[config.mk]
export PLATFORM = sky130hd
export DESIGN_NAME = axil_ctrl_flat
export DESIGN_NICKNAME = d
export VERILOG_FILES = /design/src/hw/axil_pkg.sv /design/src/hw/regfile_pkg.sv /design/src/hw/mem_port_if.sv /design/src/hw/axil_ctrl.sv /design/src/flat_wrapper.sv
export VERILOG_INCLUDE_DIRS = /design/src /design/src/include
export SDC_FILE = /design/constraint.sdc
export NUM_CORES = 1
export LEC_CHECK = 0
export ABC_CLOCK_PERIOD_IN_PS = 12600
export BUFFER_PORTS_ARGS = -buffer_cell sky130_fd_sc_hd__buf_2
export CORE_ASPECT_RATIO = 1.1
export CORE_MARGIN = 10
export CORE_UTILIZATION = 40
export CTS_CLUSTER_SIZE = 8
export DETAILED_ROUTE_END_ITERATION = 7
export PLACE_DENSITY = 0.87
export SETUP_SLACK_MARGIN = 0.15
export SLEW_MARGIN = 20
export SYNTH_ARGS = -nofsm -noshare
export SYNTH_HDL_FRONTEND = slang
export SYNTH_SLANG_ARGS = --single-unit
[constraint.sdc]
create_clock -name s_axi_aclk -period 12.6 [get_ports s_axi_aclk]
set_input_delay 2.52 -clock s_axi_aclk [delete_from_list [all_inputs] [get_ports s_axi_aclk]]
set_output_delay 2.52 -clock s_axi_aclk [all_outputs]
set_load 0.02 [all_outputs]
[src/include/axil_params.svh]
`ifndef AXIL_PARAMS_SVH
`define AXIL_PARAMS_SVH

// Number of 32-bit words behind the slave. Word indices at or above this
// value are answered with an error response.
`define AXIL_MEM_DEPTH 128

// Byte lanes in one data word, one strobe bit per lane.
`define AXIL_LANES 4

// Response codes driven on bresp and rresp.
`define AXIL_RESP_OKAY 2'b00
`define AXIL_RESP_ERR 2'b11

`endif

[src/hw/axil_pkg.sv]
package axil_pkg;

  // AXI4-Lite address. The slave treats it as a word index.
  typedef logic [31:0] addr_t;

  // Data word on the W and R channels.
  typedef logic [31:0] data_t;

  // Byte strobe, one bit per lane of data_t.
  typedef logic [3:0] strb_t;

  // Response code on the B and R channels.
  typedef logic [1:0] resp_t;

endpackage

[src/hw/regfile_pkg.sv]
`include "axil_params.svh"

package regfile_pkg;

  // Index into the word memory.
  typedef logic [$clog2(`AXIL_MEM_DEPTH)-1:0] word_idx_t;

  // Controller states. Only one transaction is in flight at a time.
  typedef enum logic [2:0] {
    idle,
    wait_wdata,
    write_mem,
    write_resp,
    read_mem,
    read_resp,
    read_err
  } ctrl_state_t;

endpackage

[src/hw/mem_port_if.sv]
`timescale 1ns/1ns

interface mem_port_if;

  logic                   wr_en;
  regfile_pkg::word_idx_t wr_idx;
  axil_pkg::data_t        wr_data;
  axil_pkg::strb_t        wr_strb;
  logic                   rd_en;
  regfile_pkg::word_idx_t rd_idx;
  axil_pkg::data_t        rd_data;

  modport ctrl (
    output wr_en, wr_idx, wr_data, wr_strb, rd_en, rd_idx,
    input  rd_data
  );

  modport mem (
    input  wr_en, wr_idx, wr_data, wr_strb, rd_en, rd_idx,
    output rd_data
  );

endinterface

[src/hw/axil_ctrl.sv]
`timescale 1ns/1ns

`include "axil_params.svh"

module axil_ctrl (
  input  logic            s_axi_aclk,
  input  logic            s_axi_aresetn,

  input  logic            awvalid,
  output logic            awready,
  input  axil_pkg::addr_t awaddr,

  input  logic            wvalid,
  output logic            wready,
  input  axil_pkg::data_t wdata,
  input  axil_pkg::strb_t wstrb,

  output logic            bvalid,
  input  logic            bready,
  output axil_pkg::resp_t bresp,

  input  logic            arvalid,
  output logic            arready,
  input  axil_pkg::addr_t araddr,

  output logic            rvalid,
  input  logic            rready,
  output axil_pkg::data_t rdata,
  output axil_pkg::resp_t rresp,

  mem_port_if.ctrl        mem
);

  regfile_pkg::ctrl_state_t state;

  regfile_pkg::word_idx_t wr_idx_q;
  logic                   wr_ok_q;
  axil_pkg::data_t        wdata_q;
  axil_pkg::strb_t        wstrb_q;
  regfile_pkg::word_idx_t rd_idx_q;
  logic                   rd_ok_q;

  logic aw_take;
  logic ar_take;
  logic w_take;

  // An AR whose ready pulse is still out blocks a new AW, so the read
  // handshake always completes before the write side is looked at.
  assign aw_take = (state == regfile_pkg::idle) && !arready && awvalid;
  assign ar_take = (state == regfile_pkg::idle) && !arready && !awvalid && arvalid;
  assign w_take  = (state == regfile_pkg::wait_wdata) && !wready && wvalid;

  // Address, data and strobe are captured when ready is raised. The master
  // holds them stable until the handshake, so the captured copy is final.
  always_ff @(posedge s_axi_aclk) begin
    if (aw_take) begin
      wr_idx_q <= regfile_pkg::word_idx_t'(awaddr);
      wr_ok_q  <= (awaddr < `AXIL_MEM_DEPTH);
    end
    if (ar_take) begin
      rd_idx_q <= regfile_pkg::word_idx_t'(araddr);
      rd_ok_q  <= (araddr < `AXIL_MEM_DEPTH);
    end
    if (w_take) begin
      wdata_q <= wdata;
      wstrb_q <= wstrb;
    end
  end

  always_ff @(posedge s_axi_aclk) begin
    if (!s_axi_aresetn) begin
      state   <= regfile_pkg::idle;
      awready <= 1'b0;
      wready  <= 1'b0;
      arready <= 1'b0;
      bvalid  <= 1'b0;
      bresp   <= `AXIL_RESP_OKAY;
      rvalid  <= 1'b0;
      rresp   <= `AXIL_RESP_OKAY;
    end else begin
      case (state)
        regfile_pkg::idle: begin
          if (arready) begin
            // The AR handshake completes on this edge.
            arready <= 1'b0;
            if (rd_ok_q) begin
              state <= regfile_pkg::read_mem;
            end else begin
              rvalid <= 1'b1;
              rresp  <= `AXIL_RESP_ERR;
              state  <= regfile_pkg::read_err;
            end
          end else if (aw_take) begin
            awready <= 1'b1;
            state   <= regfile_pkg::wait_wdata;
          end else if (ar_take) begin
            arready <= 1'b1;
          end
        end

        regfile_pkg::wait_wdata: begin
          awready <= 1'b0;
          if (wready) begin
            wready <= 1'b0;
            if (wr_ok_q) begin
              state <= regfile_pkg::write_mem;
            end else begin
              bvalid <= 1'b1;
              bresp  <= `AXIL_RESP_ERR;
              state  <= regfile_pkg::write_resp;
            end
          end else if (w_take) begin
            wready <= 1'b1;
          end
        end

        // The memory takes the write on this edge.
        regfile_pkg::write_mem: begin
          bvalid <= 1'b1;
          bresp  <= `AXIL_RESP_OKAY;
          state  <= regfile_pkg::write_resp;
        end

        regfile_pkg::write_resp: begin
          if (bready) begin
            bvalid <= 1'b0;
            state  <= regfile_pkg::idle;
          end
        end

        // The memory registers the word on this edge.
        regfile_pkg::read_mem: begin
          rvalid <= 1'b1;
          rresp  <= `AXIL_RESP_OKAY;
          state  <= regfile_pkg::read_resp;
        end

        regfile_pkg::read_resp, regfile_pkg::read_err: begin
          if (rready) begin
            rvalid <= 1'b0;
            state  <= regfile_pkg::idle;
          end
        end

        default: begin
          state <= regfile_pkg::idle;
        end
      endcase
    end
  end

  // rd_data holds until the next rd_en, so rdata stays stable for as long
  // as rvalid waits for rready.
  assign rdata = (state == regfile_pkg::read_resp) ? mem.rd_data : '0;

  assign mem.wr_en   = (state == regfile_pkg::write_mem);
  assign mem.wr_idx  = wr_idx_q;
  assign mem.wr_data = wdata_q;
  assign mem.wr_strb = wstrb_q;
  assign mem.rd_en   = (state == regfile_pkg::read_mem);
  assign mem.rd_idx  = rd_idx_q;

endmodule

[src/flat_wrapper.sv]
// flat-port wrapper written by rule: the top's interface ports become plain ports
module axil_ctrl_flat 
  (s_axi_aclk, s_axi_aresetn, awvalid, awready, awaddr, wvalid, wready, wdata, wstrb, bvalid, bready, bresp, arvalid, arready, araddr, rvalid, rready, rdata, rresp, mem_wr_en, mem_wr_idx, mem_wr_data, mem_wr_strb, mem_rd_en, mem_rd_idx, mem_rd_data);
  mem_port_if mem_i ();
  input  logic s_axi_aclk;
  input  logic s_axi_aresetn;
  input  logic awvalid;
  output logic awready;
  input  axil_pkg::addr_t awaddr;
  input  logic wvalid;
  output logic wready;
  input  axil_pkg::data_t wdata;
  input  axil_pkg::strb_t wstrb;
  output logic bvalid;
  input  logic bready;
  output axil_pkg::resp_t bresp;
  input  logic arvalid;
  output logic arready;
  input  axil_pkg::addr_t araddr;
  output logic rvalid;
  input  logic rready;
  output axil_pkg::data_t rdata;
  output axil_pkg::resp_t rresp;
  output wire logic [$bits(mem_i.wr_en)-1:0] mem_wr_en;
  output wire logic [$bits(mem_i.wr_idx)-1:0] mem_wr_idx;
  output wire logic [$bits(mem_i.wr_data)-1:0] mem_wr_data;
  output wire logic [$bits(mem_i.wr_strb)-1:0] mem_wr_strb;
  output wire logic [$bits(mem_i.rd_en)-1:0] mem_rd_en;
  output wire logic [$bits(mem_i.rd_idx)-1:0] mem_rd_idx;
  input wire logic [$bits(mem_i.rd_data)-1:0] mem_rd_data;
  assign mem_wr_en = mem_i.wr_en;
  assign mem_wr_idx = mem_i.wr_idx;
  assign mem_wr_data = mem_i.wr_data;
  assign mem_wr_strb = mem_i.wr_strb;
  assign mem_rd_en = mem_i.rd_en;
  assign mem_rd_idx = mem_i.rd_idx;
  assign mem_i.rd_data = mem_rd_data;
  axil_ctrl u_core (.s_axi_aclk(s_axi_aclk), .s_axi_aresetn(s_axi_aresetn), .awvalid(awvalid), .awready(awready), .awaddr(awaddr), .wvalid(wvalid), .wready(wready), .wdata(wdata), .wstrb(wstrb), .bvalid(bvalid), .bready(bready), .bresp(bresp), .arvalid(arvalid), .arready(arready), .araddr(araddr), .rvalid(rvalid), .rready(rready), .rdata(rdata), .rresp(rresp), .mem(mem_i));
endmodule
After elaboration in Yosys (flattened, before gate mapping):

Cells that the tools add are included.

* register bits after elaboration: 64
* bits of input ports: 139
* logic and storage cells: 84

* magnitude comparators: 2
* eq/ne operators: 15
* muxes and demuxes: 31
* reduce and logical (&&, ||, !) cells: 22

Operators by type and width (count)
* < comparator 32 x 8 -> 1 bit, second input constant: 2
* 2-to-1 mux 32 bit: 1
* one-hot mux 3 bit (6 select lines): 1
* 2-to-1 mux 3 bit: 5
* 2-to-1 mux 1 bit: 14
* AND reduction 4 bit: 3
* 2-to-1 mux 2 bit: 5
* != test 2 bit, second input constant: 5
* equality test 3 bit, second input constant: 3
* AND reduction 3 bit: 3
* one-hot mux 2 bit (2 select lines): 2
* equality test 3 x 2 -> 1 bit, second input constant: 2
* logical AND 1 bit: 6
* != test 2 x 1 -> 1 bit, second input constant: 3
* one-hot mux 1 bit (3 select lines): 2
* nonzero test 2 bit: 3
* nonzero test 3 bit: 2
* equality test 3 x 1 -> 1 bit, second input constant: 1
* logical NOT 1 bit: 3
* logical NOT 3 bit: 1
* != test 3 x 1 -> 1 bit, second input constant: 1
* one-hot mux 1 bit (2 select lines): 1
* OR reduction 2 bit: 1

Longest topological paths before layout:

* depth after elaboration: 7
* gate-level depth with buffers: 5

Least setup slack after synthesis:

OpenSTA, ideal clock, no wires.

* path kind: input to register
* from: input port wvalid
* to: register u_core.wdata_q[0], in the netlist u_core.mem.wr_data[0] (enable)
* setup time: 0.484 ns
* arrival time: 5.224 ns
* required time: 12.116 ns
* slack: 6.892 ns
* stages on the path: 1
* cells stage by stage: nor3b_1

* longest elaborated chain between the ends: 1

RTL lines
* from (decl): line flat_wrapper.sv:10 `input logic wvalid;`
* logical AND 1 bit: line axil_ctrl.sv:51 `assign w_take = (state == regfile_pkg::wait_wdata) && !wready && wvalid;`
* to (signal assigned): line axil_ctrl.sv:65 `wdata_q <= wdata;`
* to (decl): line axil_ctrl.sv:38 `axil_pkg::data_t wdata_q;`

Every way passes these cells.
A chain may end at the register's enable or synchronous reset.

Worst setup path in the final report:

* from: input port mem_rd_data[17]
* to: output port rdata[17]

* longest elaborated chain between the ends: 1

RTL lines
* from (decl): line flat_wrapper.sv:30 `input wire logic [$bits(mem_i.rd_data)-1:0] mem_rd_data;`
* 2-to-1 mux 32 bit: line axil_ctrl.sv:154 `assign rdata = (state == regfile_pkg::read_resp) ? mem.rd_data : '0;`
* to (decl): line flat_wrapper.sv:22 `output axil_pkg::data_t rdata;`

Every way passes these cells.

==> results.sh <==
export IMPL_status="complete, no violations"
export IMPL_synth_top_area_cell="edfxtp_1"
export IMPL_route_detailed_drc=0
export IMPL_period_needed_ps=5420
export IMPL_grt_max_degree=37
export IMPL_syn_area_sq_um=2544
export IMPL_avgRoutedWirePerCell_um=17.81
export IMPL_multi_input_area_sq_um=675.6
export IMPL_cts_sinks=62
export IMPL_netlist_instances=187
export IMPL_hold_class="reg2reg"
export IMPL_rr_startpoint="u_core.state[0]"
export IMPL_fin_worst_skew_ps=4.865
export IMPL_cts_tree="yes"
export IMPL_fillerInstances=473
export IMPL_synthArstFlopShare=0
export IMPL_ys_types=36
export IMPL_grt_pass1_vias=2550
export IMPL_cts_setup_buffers=0
export IMPL_track_usage=0.1707
export IMPL_hold_buffers=0
export IMPL_grt_setup_unrepaired="false"
export IMPL_synth_top_family_by_area="simple AND/OR/NAND/NOR gates"
export IMPL_yosysTopAreaCellShare=0.6139
export IMPL_htree_levels=3
export IMPL_placed_cells=488
export IMPL_area_growth_pct=55.68
export IMPL_final_cells=504
export IMPL_drv_slew=0
export IMPL_die_w_um=96.04
export IMPL_core_sq_um=6193
export IMPL_grt_antenna_before_repair=0
export IMPL_ys_top_cells_by_area="edfxtp_1, and2_1, dfxtp_1"
export IMPL_yosysWarnings=0
export IMPL_gp_congestion=0.8188
export IMPL_gr_total_overflow=0
export IMPL_root_buffer="clkbuf_8"
export IMPL_cp_required_ps=10080
export IMPL_synth_fa_ha_area_frac=0
export IMPL_first_pass_iters=4
export IMPL_ff_latch_area_sq_um=1762
export IMPL_synthXorXnorAreaFrac=0.003443
export IMPL_r2r_cells=2
export IMPL_setup_viol_count_final=0
export IMPL_relSlewSlack=0.4860
export IMPL_avgViaCountPerCell=4.706
export IMPL_max_cap_violations=0
export IMPL_die_area_sq_um=9953
export IMPL_port_buffers=231
export IMPL_worst_slew_pin_slew_ps=770.2
export IMPL_syn_nets=326
export IMPL_hp_start="u_core.awready"
export IMPL_r2r_slack_ps=10520
export IMPL_ir_drop_v=0.00009176
export IMPL_grt_pass1_wl_mm=13.12
export IMPL_ys_seq_elements=62
export IMPL_ys_seq_area_frac=0.6926
export IMPL_startpoint="mem_rd_data[17]"
export IMPL_synthSimpleGateAreaFrac=0.1899
export IMPL_pre_cts_slack_ps=7184
export IMPL_wl_mm=8.978
export IMPL_holdPathEnd="u_core.awready"
export IMPL_cellPowerDensity_nw_per_um2=170.0
export IMPL_num_io_pins=232
export IMPL_utilization=0.6394
export IMPL_cts_buffers=9
export IMPL_initial_utilization=0.4107
export IMPL_critical_path_class="in2out"
export IMPL_n_antenna_cell=0
export IMPL_num_rows=30
export IMPL_hpwlAfterDp_mm=7.676
export IMPL_hold_viol_final=0
export IMPL_endpoint_kind="output port"
export IMPL_fin_nets=558
export IMPL_vias=2372
export IMPL_ant_nets=0
export IMPL_synth_edf_count=52
export IMPL_finalCritPeriodShare=0.4302
export IMPL_whs_ps=498.7
export IMPL_max_freq_mhz=184.5
export IMPL_die_y_um=103.6
export IMPL_cts_buffer_depth=2
export IMPL_tns_ps=0
export IMPL_setup_ws_ps=7180
export IMPL_rr_endpoint="u_core.mem.rd_idx[3]"
export IMPL_synth_mux_area_frac=0.003935
export IMPL_avgSynthCellArea_sq_um=13.60
export IMPL_cp_data_arrival_time_ps=2900
export IMPL_p_leak_nw=1.922
export IMPL_path_clk_slew_ps=60
export IMPL_worst_path_max_fanout=1
export IMPL_cts_resized=0
export IMPL_clock_latency_ps=320
export IMPL_drt_iter0_drc=83
export IMPL_critPathLaunchType="input port"
export IMPL_drive_above_1_share=0.5943
export IMPL_synth_compound_area_share=0.06394
export IMPL_synth_top_flop_cell="edfxtp_1"
export IMPL_min_path_cells=2
==> worst max path at each step <==
stage          slack (ps)  cells past startpoint                     to
6_report             7180                      3              rdata[17]
5_1_grt              7160                      3              rdata[28]
4_1_cts              7180                      3              rdata[12]
3_5_place_dp         7180                      3              rdata[18]
3_3_place_gp         7180                      3              rdata[12]
2_1_floorplan        6890                      1  u_core.mem.wr_data[0]
==> cell type report <==
| cell class | instances | area share |
|---|---|---|
| Clock buffer | 12 | 0.03665 |
| Inverter | 5 | 0.004739 |
| Multi-Input combinational cell | 109 | 0.1706 |
| Sequential cell | 62 | 0.4449 |
| Clock inverter | 4 | 0.02401 |
| Timing Repair Buffer | 232 | 0.2938 |
| Tap cell | 80 | 0.02528 |
==> synth_stat cells, types with 2 or more instances <==
cell type	count
nand2_1	9
nand2b_1	2
clkbuf_1	3
inv_1	5
nor4_1	10
buf_6	3
and2_1	33
dfxtp_1	10
nand4_1	3
nor3_1	3
o21ai_0	5
o21a_1	3
nor2_1	13
nand3_1	4
a31oi_1	2
a21oi_1	4
edfxtp_1	52
buf_4	2
nor3b_2	2
a21boi_0	3
==> worst max-delay path: stages <==
cell    delay [ps]
buf_2          100
and2_1         130
buf_2          160
==> stage by stage <==
step                      instance area [sq um]  power, mW
after floorplan                            2544     0.4155
after global placement                     3714     0.4649
after detailed placement                   3714     0.4717
after CTS                                  3954     0.6798
after global routing                       3960     0.7073
final                                      3960     0.6732
==> power by group <==
part,leakage [nW],switching (mW),internal (mW),total [mW]
clock network,0.121,0.0694,0.137,0.206
logic,1.24,0.110,0.0660,0.176
registers,0.561,0.0244,0.267,0.291
total,1.92,0.204,0.470,0.673
==> routing by layer <==
metal / track usage / vias to the layer above / routed length (um)
met5: 0 / - / 0
met3: 0.09964 / 8 / 1498
met4: 0.03903 / 0 / 64
met2: 0.2977 / 173 / 4482
met1: 0.1659 / 1049 / 2932
li1: - / 1142 / -
==> cells in the final DEF (no fill, tap or decap), drive strengths merged, types with 4 or more instances in the layout <==
cell and count:
and2 33, inv 5, dfxtp 10, edfxtp 52
nand3 4, nor4 10, a21oi 4, buf 232
nor2 13, o21ai 5, a21boi 4, clkbuf 12
nand2 9
==> state kept, by name, indices dropped and copies added (netlist names), 3 cells and up <==
register,count
u_core.mem.rd_idx,7
u_core.mem.wr_data,32
u_core.mem.wr_idx,7
u_core.mem.wr_strb,4
u_core.state,3
==> cell families after synthesis <==
group	after synthesis
AOI/OAI and AO/OA	23
buffers and inverters	16
and+or+nand+nor	84
muxes	1
DFF	62
xor gates and xnor gates	1
Note: power is estimated with default switching activity, not from simulation.
